`src/verilog/bus_pkg.sv`:
```
package bus_pkg;

	// ------------------------------------------------------------
	// System bus geometry
	// ------------------------------------------------------------

	// Address and data lines
	localparam int WORD_BITS = 16;

	// Processor number bits on dad_ during an interrupt serve cycle,
	// these sit at the top of the word
	localparam int IRQ_LINE_BITS = 1;

	// Only one processor on this bus
	localparam logic [IRQ_LINE_BITS-1:0] CPU_NUMBER = 1'b0;

	// ------------------------------------------------------------
	// Cycle timing
	// ------------------------------------------------------------

	localparam int TIMER_BITS = 5;

	// Strobe cycles without rok_ or ren_ before no answer
	localparam logic [TIMER_BITS-1:0] BUS_TIMEOUT = 5'd16;

	// Bus owner codes
	localparam logic [1:0] OWNER_NONE = 2'd0;
	localparam logic [1:0] OWNER_MEM  = 2'd1;
	localparam logic [1:0] OWNER_IRQ  = 2'd2;

endpackage

```
`src/verilog/panel_pkg.sv`:
```
package panel_pkg;

	// ------------------------------------------------------------
	// Register map, word addresses
	// ------------------------------------------------------------

	localparam logic [2:0] REG_ADDR   = 3'd0;
	localparam logic [2:0] REG_DATA   = 3'd1;
	localparam logic [2:0] REG_CTRL   = 3'd2;
	localparam logic [2:0] REG_STATUS = 3'd3;
	localparam logic [2:0] REG_MASK   = 3'd4;
	localparam logic [2:0] REG_VECTOR = 3'd5;

	// Command bits in REG_CTRL
	localparam int CTRL_READ  = 0;
	localparam int CTRL_WRITE = 1;

	// ------------------------------------------------------------
	// Status word bits
	// ------------------------------------------------------------

	localparam int ST_BUSY   = 0;
	localparam int ST_NOANS  = 1;
	localparam int ST_REJECT = 2;
	localparam int ST_IRQ    = 3;

endpackage

```
`src/verilog/panel_regs.sv`:
```
`timescale 1ns/1ns

module panel_regs import bus_pkg::*, panel_pkg::*; (
	input  logic                 __clk,
	input  logic                 reset,

	// Wishbone classic slave
	input  logic                 wb_cyc,
	input  logic                 wb_stb,
	input  logic                 wb_we,
	input  logic [2:0]           wb_adr,
	input  logic [WORD_BITS-1:0] wb_dat_i,
	output logic [WORD_BITS-1:0] wb_dat_o,
	output logic                 wb_ack,

	// Memory cycle command and result
	output logic                 cmd_go,
	output logic                 cmd_write,
	output logic [WORD_BITS-1:0] cmd_addr,
	output logic [WORD_BITS-1:0] cmd_data,
	input  logic                 mem_busy,
	input  logic                 mem_noans,
	input  logic                 mem_reject,
	input  logic [WORD_BITS-1:0] mem_rdata,

	// Interrupt side
	output logic                 irq_enable,
	input  logic [WORD_BITS-1:0] irq_vector,
	input  logic                 irq_pending,
	output logic                 vector_taken
);

	logic                 access;
	logic [WORD_BITS-1:0] mask;
	logic [WORD_BITS-1:0] status;

	// One wait state, ack in the second cycle of the access
	always_ff @(posedge __clk) begin
		if (reset)
			wb_ack <= 1'b0;
		else
			wb_ack <= wb_cyc & wb_stb & ~wb_ack;
	end

	// All register side effects happen in the ack cycle
	assign access = wb_cyc & wb_stb & wb_ack;

	// Address and data words
	always_ff @(posedge __clk) begin
		if (access && wb_we && wb_adr == REG_ADDR)
			cmd_addr <= wb_dat_i;
		if (access && wb_we && wb_adr == REG_DATA)
			cmd_data <= wb_dat_i;
	end

	always_ff @(posedge __clk) begin
		if (reset)
			mask <= '0;
		else if (access && wb_we && wb_adr == REG_MASK)
			mask <= wb_dat_i;
	end

	assign irq_enable = mask[0];

	// Start a bus cycle only if some command bit is set
	assign cmd_go = access & wb_we & (wb_adr == REG_CTRL)
		& (wb_dat_i[CTRL_READ] | wb_dat_i[CTRL_WRITE]);
	assign cmd_write = wb_dat_i[CTRL_WRITE];

	assign vector_taken = access & ~wb_we & (wb_adr == REG_VECTOR);

	// Error flags are only meaningful once the cycle is over
	always_comb begin
		status = '0;
		status[ST_BUSY] = mem_busy;
		status[ST_NOANS] = mem_noans & ~mem_busy;
		status[ST_REJECT] = mem_reject & ~mem_busy;
		status[ST_IRQ] = irq_pending;
	end

	// Read mux
	always_comb begin
		case (wb_adr)
			REG_ADDR:   wb_dat_o = cmd_addr;
			REG_DATA:   wb_dat_o = mem_rdata;
			REG_STATUS: wb_dat_o = status;
			REG_MASK:   wb_dat_o = mask;
			REG_VECTOR: wb_dat_o = irq_vector;
			default:    wb_dat_o = '0;
		endcase
	end

endmodule

```
`src/verilog/mem_cycle.sv`:
```
`timescale 1ns/1ns

module mem_cycle import bus_pkg::*; (
	input  logic                 __clk,
	input  logic                 reset,

	// Command from the panel registers
	input  logic                 cmd_go,
	input  logic                 cmd_write,
	input  logic [WORD_BITS-1:0] cmd_addr,
	input  logic [WORD_BITS-1:0] cmd_data,
	output logic                 busy,
	output logic                 noans,
	output logic                 reject,
	output logic [WORD_BITS-1:0] rdata,

	// Arbiter
	output logic                 req,
	input  logic                 gnt,
	input  logic                 bus_ok,
	input  logic                 bus_en,

	// System bus, active low
	input  logic [WORD_BITS-1:0] rdt_,
	output logic [WORD_BITS-1:0] dad_,
	output logic [WORD_BITS-1:0] ddt_,
	output logic                 dr_,
	output logic                 dw_
);

	typedef enum logic [1:0] {st_idle, st_request, st_strobe, st_release} state_t;

	state_t                state;
	logic                  write_q;
	logic [WORD_BITS-1:0]  addr_q;
	logic [WORD_BITS-1:0]  data_q;
	logic [TIMER_BITS-1:0] timer;
	logic                  strobe;

	// ------------------------------------------------------------
	// Sequencer
	// ------------------------------------------------------------

	always_ff @(posedge __clk) begin
		if (reset) begin
			state <= st_idle;
			noans <= 1'b0;
			reject <= 1'b0;
			timer <= '0;
		end else begin
			case (state)
				st_idle: if (cmd_go) begin
					noans <= 1'b0;
					reject <= 1'b0;
					state <= st_request;
				end
				st_request: if (gnt) begin
					timer <= '0;
					state <= st_strobe;
				end
				st_strobe: begin
					timer <= timer + 1'b1;
					if (bus_ok) begin
						state <= st_release;
					end else if (bus_en) begin
						reject <= 1'b1;
						state <= st_release;
					end else if (timer == BUS_TIMEOUT - 1'b1) begin
						noans <= 1'b1;
						state <= st_release;
					end
				end
				// Wait for the slave to take its reply away
				st_release: if (!bus_ok && !bus_en)
					state <= st_idle;
				default: state <= st_idle;
			endcase
		end
	end

	// Command latched when accepted, go is ignored while busy
	always_ff @(posedge __clk) begin
		if (state == st_idle && cmd_go) begin
			write_q <= cmd_write;
			addr_q <= cmd_addr;
			data_q <= cmd_data;
		end
	end

	always_ff @(posedge __clk) begin
		if (state == st_strobe && bus_ok && !write_q)
			rdata <= ~rdt_;
	end

	// ------------------------------------------------------------
	// Bus lines
	// ------------------------------------------------------------

	assign busy = (state != st_idle);
	assign req = busy;
	assign strobe = (state == st_strobe);

	assign dr_ = ~(strobe & ~write_q);
	assign dw_ = ~(strobe & write_q);
	assign dad_ = strobe ? ~addr_q : '1;
	assign ddt_ = (strobe && write_q) ? ~data_q : '1;

	a_strobe_granted: assert property (@(posedge __clk) disable iff (reset)
		(!dr_ || !dw_) |-> gnt)
		else $error("mem_cycle strobe low without grant");

endmodule

```
`src/verilog/irq_report.sv`:
```
`timescale 1ns/1ns

module irq_report import bus_pkg::*; (
	input  logic                 __clk,
	input  logic                 reset,
	input  logic                 enable,
	input  logic                 rin_,
	input  logic                 vector_taken,
	output logic [WORD_BITS-1:0] vector,
	output logic                 pending,
	output logic                 irq,

	// Arbiter
	output logic                 req,
	input  logic                 gnt,
	input  logic                 bus_ok,
	input  logic                 bus_en,

	// System bus, active low
	input  logic [WORD_BITS-1:0] rdt_,
	output logic [WORD_BITS-1:0] dad_,
	output logic                 din_
);

	typedef enum logic [2:0] {
		st_idle, st_request, st_strobe, st_release, st_hold
	} state_t;

	state_t                state;
	logic                  failed;
	logic [TIMER_BITS-1:0] timer;

	always_ff @(posedge __clk) begin
		if (reset) begin
			state <= st_idle;
			failed <= 1'b0;
			pending <= 1'b0;
			timer <= '0;
		end else begin
			case (state)
				st_idle: if (enable && !rin_ && !pending) begin
					failed <= 1'b0;
					state <= st_request;
				end
				st_request: if (gnt) begin
					timer <= '0;
					state <= st_strobe;
				end
				st_strobe: begin
					timer <= timer + 1'b1;
					if (bus_ok) begin
						pending <= 1'b1;
						state <= st_release;
					end else if (bus_en || timer == BUS_TIMEOUT - 1'b1) begin
						failed <= 1'b1;
						state <= st_release;
					end
				end
				st_release: if (!bus_ok && !bus_en)
					state <= failed ? st_hold : st_idle;
				// Unserved request, let the device drop rin_ first
				st_hold: if (rin_)
					state <= st_idle;
				default: state <= st_idle;
			endcase
			if (vector_taken)
				pending <= 1'b0;
		end
	end

	always_ff @(posedge __clk) begin
		if (state == st_strobe && bus_ok)
			vector <= ~rdt_;
	end

	assign req = (state == st_request) || (state == st_strobe) || (state == st_release);
	assign din_ = ~(state == st_strobe);
	assign irq = pending & enable;

	// Processor number in the top bits of the serve address
	always_comb begin
		dad_ = '1;
		if (state == st_strobe)
			dad_[WORD_BITS-1 -: IRQ_LINE_BITS] = ~CPU_NUMBER;
	end

	a_din_granted: assert property (@(posedge __clk) disable iff (reset)
		!din_ |-> gnt)
		else $error("irq_report din_ low without grant");

endmodule

```
`src/verilog/bus_merge.sv`:
```
`timescale 1ns/1ns

module bus_merge import bus_pkg::*; (
	input  logic                 __clk,
	input  logic                 reset,

	input  logic                 mem_req,
	input  logic                 irq_req,
	output logic                 mem_gnt,
	output logic                 irq_gnt,

	// Unit contributions are all ones when idle
	input  logic [WORD_BITS-1:0] mem_dad_,
	input  logic [WORD_BITS-1:0] mem_ddt_,
	input  logic [WORD_BITS-1:0] irq_dad_,
	input  logic                 mem_dr_,
	input  logic                 mem_dw_,
	input  logic                 irq_din_,

	// Replies
	input  logic                 rok_,
	input  logic                 ren_,
	output logic                 mem_ok,
	output logic                 mem_en,
	output logic                 irq_ok,
	output logic                 irq_en,

	// Composed bus lines
	output logic [WORD_BITS-1:0] dad_,
	output logic [WORD_BITS-1:0] ddt_,
	output logic                 dr_,
	output logic                 dw_,
	output logic                 din_
);

	logic [1:0] owner;
	logic       owner_req;

	// Current owner still wants the bus
	assign owner_req = (owner == OWNER_MEM && mem_req) || (owner == OWNER_IRQ && irq_req);

	// ------------------------------------------------------------
	// Arbitration with the interrupt side first
	// ------------------------------------------------------------

	always_ff @(posedge __clk) begin
		if (reset)
			owner <= OWNER_NONE;
		else if (!owner_req) begin
			if (irq_req)
				owner <= OWNER_IRQ;
			else if (mem_req)
				owner <= OWNER_MEM;
			else
				owner <= OWNER_NONE;
		end
	end

	assign mem_gnt = (owner == OWNER_MEM);
	assign irq_gnt = (owner == OWNER_IRQ);

	// Open collector composition
	assign dad_ = mem_dad_ & irq_dad_;
	assign ddt_ = mem_ddt_;
	assign dr_ = mem_dr_;
	assign dw_ = mem_dw_;
	assign din_ = irq_din_;

	// Replies go to the owner only
	assign mem_ok = mem_gnt & ~rok_;
	assign mem_en = mem_gnt & ~ren_;
	assign irq_ok = irq_gnt & ~rok_;
	assign irq_en = irq_gnt & ~ren_;

	// The bus never changes hands while a strobe is low
	a_owner_stable: assert property (@(posedge __clk) disable iff (reset)
		!(dr_ && dw_ && din_) |=> $stable(owner))
		else $error("bus owner changed during a strobe");

	a_one_strobe: assert property (@(posedge __clk) disable iff (reset)
		$onehot0({~dr_, ~dw_, ~din_}))
		else $error("more than one bus strobe low");

endmodule

```
`src/verilog/cpu_bus.sv`:
```
`timescale 1ns/1ns

module cpu_bus import bus_pkg::*; (
	input  logic                 __clk,
	input  logic                 reset,

	// Panel host, Wishbone classic
	input  logic                 wb_cyc,
	input  logic                 wb_stb,
	input  logic                 wb_we,
	input  logic [2:0]           wb_adr,
	input  logic [WORD_BITS-1:0] wb_dat_i,
	output logic [WORD_BITS-1:0] wb_dat_o,
	output logic                 wb_ack,

	// System bus
	output logic [WORD_BITS-1:0] dad_,
	output logic [WORD_BITS-1:0] ddt_,
	output logic                 dr_,
	output logic                 dw_,
	output logic                 din_,
	input  logic [WORD_BITS-1:0] rdt_,
	input  logic                 rok_,
	input  logic                 ren_,
	input  logic                 rin_,
	output logic                 irq
);

	logic                 cmd_go, cmd_write;
	logic [WORD_BITS-1:0] cmd_addr, cmd_data, mem_rdata;
	logic                 mem_busy, mem_noans, mem_reject;
	logic                 irq_enable, irq_pending, vector_taken;
	logic [WORD_BITS-1:0] irq_vector;
	logic                 mem_req, mem_gnt, mem_ok, mem_en, mem_dr_, mem_dw_;
	logic                 irq_req, irq_gnt, irq_ok, irq_en, irq_din_;
	logic [WORD_BITS-1:0] mem_dad_, mem_ddt_, irq_dad_;

	// ------------------------------------------------------------
	// Host registers
	// ------------------------------------------------------------

	panel_regs u_panel_regs (.*);

	// ------------------------------------------------------------
	// Bus sequencers
	// ------------------------------------------------------------

	mem_cycle u_mem_cycle (
		.__clk(__clk), .reset(reset),
		.cmd_go(cmd_go), .cmd_write(cmd_write), .cmd_addr(cmd_addr), .cmd_data(cmd_data),
		.busy(mem_busy), .noans(mem_noans), .reject(mem_reject), .rdata(mem_rdata),
		.req(mem_req), .gnt(mem_gnt), .bus_ok(mem_ok), .bus_en(mem_en),
		.rdt_(rdt_), .dad_(mem_dad_), .ddt_(mem_ddt_), .dr_(mem_dr_), .dw_(mem_dw_)
	);

	irq_report u_irq_report (
		.__clk(__clk), .reset(reset),
		.enable(irq_enable), .rin_(rin_), .vector_taken(vector_taken),
		.vector(irq_vector), .pending(irq_pending), .irq(irq),
		.req(irq_req), .gnt(irq_gnt), .bus_ok(irq_ok), .bus_en(irq_en),
		.rdt_(rdt_), .dad_(irq_dad_), .din_(irq_din_)
	);

	// Arbiter and line composition
	bus_merge u_bus_merge (.*);

endmodule

```
`config.mk`:
```
export PLATFORM = sky130hd
export DESIGN_NAME = cpu_bus
export DESIGN_NICKNAME = d
export VERILOG_FILES = /design/src/verilog/bus_pkg.sv /design/src/verilog/panel_pkg.sv /design/src/verilog/panel_regs.sv /design/src/verilog/mem_cycle.sv /design/src/verilog/irq_report.sv /design/src/verilog/bus_merge.sv /design/src/verilog/cpu_bus.sv
export SDC_FILE = /design/constraint.sdc
export NUM_CORES = 1
export LEC_CHECK = 0
export BUFFER_PORTS_ARGS = -buffer_cell sky130_fd_sc_hd__buf_4
export CORE_MARGIN = 2
export CORE_UTILIZATION = 50
export CTS_CLUSTER_DIAMETER = 30
export DETAILED_ROUTE_END_ITERATION = 12
export MAX_ROUTING_LAYER = met4
export PLACE_DENSITY = 0.71
export SYNTH_ARGS = -nofsm -noshare
export SYNTH_HDL_FRONTEND = slang
export SYNTH_SLANG_ARGS = --single-unit
```
`constraint.sdc`:
```
create_clock -name __clk -period 2.5 [get_ports __clk]
set_input_delay 0.125 -clock __clk [delete_from_list [all_inputs] [get_ports __clk]]
set_output_delay 0.125 -clock __clk [all_outputs]
set_load 0.01 [all_outputs]
```
* After elaboration in Yosys (flattened, before gate mapping)
Index checks and enable logic that the tools add are counted.
** Word-level totals
- Flip-flop bits (word level) :: 135
- Latch bits :: 0
- Memory bits (writable) :: 0
- Memory bits (read-only) :: 0
- Input bits :: 43
- Memories kept :: 0
** Operators by class
- Add/sub/neg operators :: 2
- Multiply operators :: 0
- Divide/modulo/power cells :: 0
- Magnitude comparators :: 0
- Equality and inequality tests :: 31
- Shift-type cells :: 0
- Multiplexer cells :: 36
- Bitwise gates (word level) :: 30
- Reduce and logical (&&, ||, !) cells :: 43
** Operators by type and width (number)
- one-hot mux 16 bit (5 select lines) :: 1
- NOT 16 bit :: 3
- two-way mux 16 bit :: 2
- two-way mux 3 bit :: 7
- one-hot mux 5 bit (2 select lines) :: 2
- bitwise AND 1 bit :: 17
- inequality test 2 x 1 -> 1 bit, second input constant :: 8
- logical AND 1 bit :: 15
- one-hot mux 3 bit (5 select lines) :: 1
- two-way mux 2 bit :: 7
- equality test 3 x 2 -> 1 bit, second input constant :: 4
- AND reduction 4 bit :: 3
- adder 5 x 1 -> 5 bit, second input constant :: 2
- equality test 5 x 4 -> 1 bit, second input constant :: 2
- two-way mux 1 bit :: 10
- two-way mux 5 bit :: 2
- inequality test 2 bit, second input constant :: 5
- AND reduction 5 bit :: 2
- nonzero test 2 bit :: 5
- equality test 3 bit, second input constant :: 3
- NOT 1 bit :: 9
- one-hot mux 2 bit (4 select lines) :: 1
- zero test 1 bit :: 7
- equality test 2 bit, second input constant :: 3
- other kinds (11) :: 21

* Depth between registers and ports, before layout
- Word-level depth :: 7
- Mapped depth :: 6

* By module
Synthesis repeated with hierarchy kept, for this count alone.
** Unflattened totals
- Cells, all modules :: 499
- Area total of the unflattened synthesis :: 6187.2 sq um
** Modules (own cells, without submodules)
- panel_regs :: instances 1, cells each 168, area an instance 2392.3 sq um, seq. area each 1301.2 sq um
- mem_cycle :: instances 1, cells each 170, area an instance 2233.4 sq um, seq. area each 1651.6 sq um
- irq_report :: instances 1, cells each 112, area an instance 1213.7 sq um, seq. area each 680.7 sq um
- bus_merge :: instances 1, cells each 49, area an instance 347.8 sq um, seq. area each 40.0 sq um

* Worst setup path after synthesis
Ideal clock, no wire load.
- Path kind :: flip-flop to flip-flop
- Start point :: reg u_irq_report.state[2]
- End point :: reg u_irq_report.pending
- Arrival time :: 2406 ps
- Required time :: 2429 ps
- Slack :: 24 ps
- Stages on the path, launching flop included :: 7
- Buffers on the path :: 1
- Period minus slack after synthesis :: 2476 ps
- Cells stage by stage :: dfxtp_1 -> clkbuf_8 -> nor3b_2 -> inv_1 -> nor3_1 -> o32ai_1 -> nor2_1
** Between the ends
- Word-level cells in the longest chain between the ends :: 2
** RTL lines
- start: declaration :: RTL line irq_report.sv:29 : state_t state;
- start signal: assignment :: RTL line irq_report.sv:35 : state <= st_idle;
- start signal: assignment :: RTL line irq_report.sv:43 : state <= st_request;
- start signal: assignment :: RTL line irq_report.sv:47 : state <= st_strobe;
- equality test 3 x 2 -> 1 bit :: RTL line irq_report.sv:40 : case (state)
- AND reduction 2 bit (no line)
- end signal: assignment :: RTL line irq_report.sv:37 : pending <= 1'b0;
- end signal: assignment :: RTL line irq_report.sv:52 : pending <= 1'b1;
- end signal: assignment :: RTL line irq_report.sv:67 : pending <= 1'b0;
- end: declaration :: RTL line irq_report.sv:10 : output logic pending,
No other way between the ends.
A chain may end at the register's enable or synchronous reset.

* Final worst setup path
- Start point :: reg u_mem_cycle.state[0]
- End point :: out ddt_[11]
** Between the ends
- Word-level cells in the longest chain between the ends :: 3
** RTL lines
- start: declaration :: RTL line mem_cycle.sv:33 : state_t state;
- start signal: assignment :: RTL line mem_cycle.sv:46 : state <= st_idle;
- start signal: assignment :: RTL line mem_cycle.sv:55 : state <= st_request;
- start signal: assignment :: RTL line mem_cycle.sv:59 : state <= st_strobe;
- equality test 2 bit :: RTL line mem_cycle.sv:101 : assign strobe = (state == st_strobe);
- named net u_mem_cycle.strobe :: RTL line mem_cycle.sv:38 : logic strobe;
- logical AND 1 bit :: RTL line mem_cycle.sv:106 : assign ddt_ = (strobe && write_q) ? ~data_q : '1;
- two-way mux 16 bit :: RTL line mem_cycle.sv:106
- end: declaration :: RTL line cpu_bus.sv:18 : output logic [WORD_BITS-1:0] ddt_,
The timed path passes the listed nets, and every way through them passes these cells.

==> impl_results.md <==
* Status: finished, final reports clean
* DR iter-0 viols at 252
* Cell count after placement at 649
* Remaining DRCs at 0
* Router iterations before antenna repair at 4
* Clock buffer depth at 2
* Worst-Margin Slew at 0.6462 ns
* Die Wd at 108.9 µm
* CTS tree: built
* CORE AREA at 10,790 µm²
* Area of the mapped netlist at 5507 µm²
* #FFs+latches synth at 135
* DP HPWL at 7994 µm
* Final instance area at 7296 µm²
* Synth cell count leaders: edfxtp_1 (97), nand2_1 (79), dfxtp_1 (38)
* Gr usage total at 22.03%
* Startpoint class of the critical path: flip-flop
* Final WL at 12,140 µm
* P per Cell Area at 724.5 nW/µm²
* Crit. End Element: output pin
* Initial antenna violation count at 0
* Post-Route Utilization at 67.60%
* Mean Syn Cell Area at 12.93 µm²
* Worst hold path class: input port to flip-flop
* Arrival time at the worst endpoint at 2.06 ns
* RSZ-0062 raised after global routing: no
* Post-synth EDFFs at 97
* Setup TNS at 0 ns
* Inserted Diodes at 0
* Final GP Congestion at 0.8186
* Die height at 108.9 µm
* IO Pins at 96
* Total power at 5.286 mW
* Yosys top cell by area: edfxtp_1
* Fraction of registers with async set/reset at 0%
* Die ar. at 11,870 µm²
* Slew HR at 56.92%
* H-tree depth at 4
* Fin crit share at 87.55%
* TritonCTS Buffers at 17
* P_leak at 2.679 nW
* Largest stage delay, worst path at 0.36 ns
* Largest net degree at the start of global routing at 34
* Synth unique cells at 58
* Maximum VDD drop at 0.4623 mV
* DP Area at 6376 µm²
* Count of nets after finishing at 614
* # clock sinks at 135
* Clk Latency, worst-skew pair at 0.51 ns
* Fraction of layout cells with a size suffix above 1 at 28.65%
* Most Crowded Layer GR: met2
* Most common cell in the netlist: edfxtp_1
* Register area share after synthesis at 66.71%
* Worst EP required at 2.38 ns
* Ys Warns at 0
* Clock slew at reported path FFs at 0.06 ns
* Average vias per placed instance at 5.332
* Starting Density at 51.02%
* Post-synth top area share at 52.90%
* Clock Tree Root: clkbuf_8
* Routing usage on met2 at 34.78%
* Max Cap Viol at 0
* Postcts setup bufs at 0
* Final Hold Viols at 0
* Setup CP Type: flip-flop to output pin
* Vias at 3,818
* Met3 usage at 5.918%
* CP Buf/Inv Count at 3
* Vias in the first global route at 3,586
* Port Buffer Count at 95
* Area Growth Syn to Fin at 32.49%
* CP Cell Sequence: inv_1 > ha_1 > buf_4 > and2_2 > nand2_1 > buf_4
* Non-Filler Instances at 716
* Wire length per cell at 16.96 µm
* Critical path's most frequent cell: buf_4
* Cells after synthesis at 426
* GRT overflow at 0
* FP Rows at 38
* GR Util met1 at 28.49%
* Crit-path slowest cell: and2_2
* Synth top area cells: edfxtp_1 (53%), dfxtp_1 (14%), mux4_2 (5.7%), nand2_1 (5.4%), a21oi_1 (2.7%)
* Slew Viols, Final at 0
* Final setup viols at 0
* Antenna-violating nets left at 0
* Syn nets at 477
* Synth Flop Type: edfxtp_1
* Tmin final at 2.189 ns
* Fmax achieved at 456.9 MHz
* Clock skew at 0.005759 ns
* Global-route wire length before repair at 18,500 µm
* Fillers at 797
* Critical path peak fanout at 20
* Crit-path leading delay family: buffers and inverters
[layout by cell type (no fill, tap or decap), types with 3 or more instances in the layout]
cell,instances
o41ai_1,3
a211oi_1,4
ha_1,8
a22oi_1,3
dlygate4sd3_1,35
buf_4,102
mux2_2,3
o22ai_1,4
inv_1,28
clkbuf_16,16
nor2b_1,16
and3_1,4
nand2b_1,4
a21oi_1,30
clkinv_2,4
inv_6,3
nor3_2,3
nand2_1,79
mux4_2,14
o21ai_0,5
edfxtp_1,97
o21a_1,3
nor2_1,17
dfxtp_1,38
[cell type report]
type | count | area [µm²] | area share [%]
sequential | 135 | 3674 | 50.35
clock buffer | 18 | 417.9 | 5.728
inverter | 28 | 105.1 | 1.441
tap | 140 | 175.2 | 2.401
multi-input combinational | 244 | 1658 | 22.72
timing repair buffer | 137 | 1116 | 15.30
clock inverter | 14 | 150.1 | 2.058
[sequential cells by signal, summed over array words and instances (netlist names), 2 cells and up]
signal / cells
u_mem_cycle.data_q: 16
u_irq_report.state: 3
u_mem_cycle.rdata: 16
u_irq_report.vector: 16
u_panel_regs.mask: 16
u_mem_cycle.timer: 5
u_bus_merge.owner: 2
u_mem_cycle.state: 2
u_mem_cycle.addr_q: 16
u_irq_report.timer: 5
u_panel_regs.cmd_data: 16
u_panel_regs.cmd_addr: 16
[cells by family after synthesis]
| group | Yosys count | synth area share, % |
|---|---|---|
| xor+xnor | 1 | 0.1591 |
| mux | 18 | 6.521 |
| simple gates | 149 | 13.04 |
| fa+ha+maj | 8 | 1.818 |
| compound gates | 68 | 8.271 |
| flops | 135 | 66.71 |
| buf+inv | 47 | 3.476 |
[path summary, 6_finish.rpt]
path / start / end / slack (ns) / cells past startpoint
max: u_mem_cycle.state[0]$_SDFFE_PP0P_ / ddt_[11] / 0.31 / 6
min: reset / u_mem_cycle.timer[4]$_SDFFE_PP0P_ / 0.02 / 2
max reg2reg: u_panel_regs.wb_ack$_SDFF_PP0_ / u_mem_cycle.data_q[15]$_DFFE_PP_ / 0.69 / 4
min reg2reg: u_panel_regs.cmd_data[4]$_DFFE_PP_ / u_mem_cycle.data_q[4]$_DFFE_PP_ / 0.42 / 0
[worst register-to-register path: stages (launching register included)]
cell and delay (ns):
dfxtp_1 0.34, and3_1 0.26, o2111a_1 0.32, and2_1 0.15
buf_4 0.37
[stage by stage]
step | hold slack [ns] | setup WS [ns]
floorplan | 0.2239 | 0.02372
global placement | 0.3362 | 0.7418
detailed placement | 0.3361 | 0.6509
CTS | 0.004752 | 0.08545
global route | 0.009898 | 0.1817
finish | 0.02272 | 0.3112
[report_power, final]
| group | switching [mW] | internal (mW) |
|---|---|---|
| sequential | 0.0352 | 2.42 |
| clock | 0.950 | 1.43 |
| combinational | 0.233 | 0.220 |
| total | 1.22 | 4.07 |
[per-layer routing]
metal | part of all wire [%] | wire length, µm | vias up
met4 | 0.88 | 107 | 0
met2 | 49 | 5997 | 133
li1 | - | - | 1828
met3 | 6.2 | 749 | 9
met5 | 0 | 0 | -
met1 | 44 | 5286 | 1848
[repair_timing]
| item | CTS | global route |
|---|---|---|
| hold buffers | 35 | 0 |
| setup endpoints to repair | 0 | 4 |
| endpoints found under the hold margin | 83 | 0 |
| gates resized for setup | 0 | 1 |
Power figures use the tool's default switching activity.
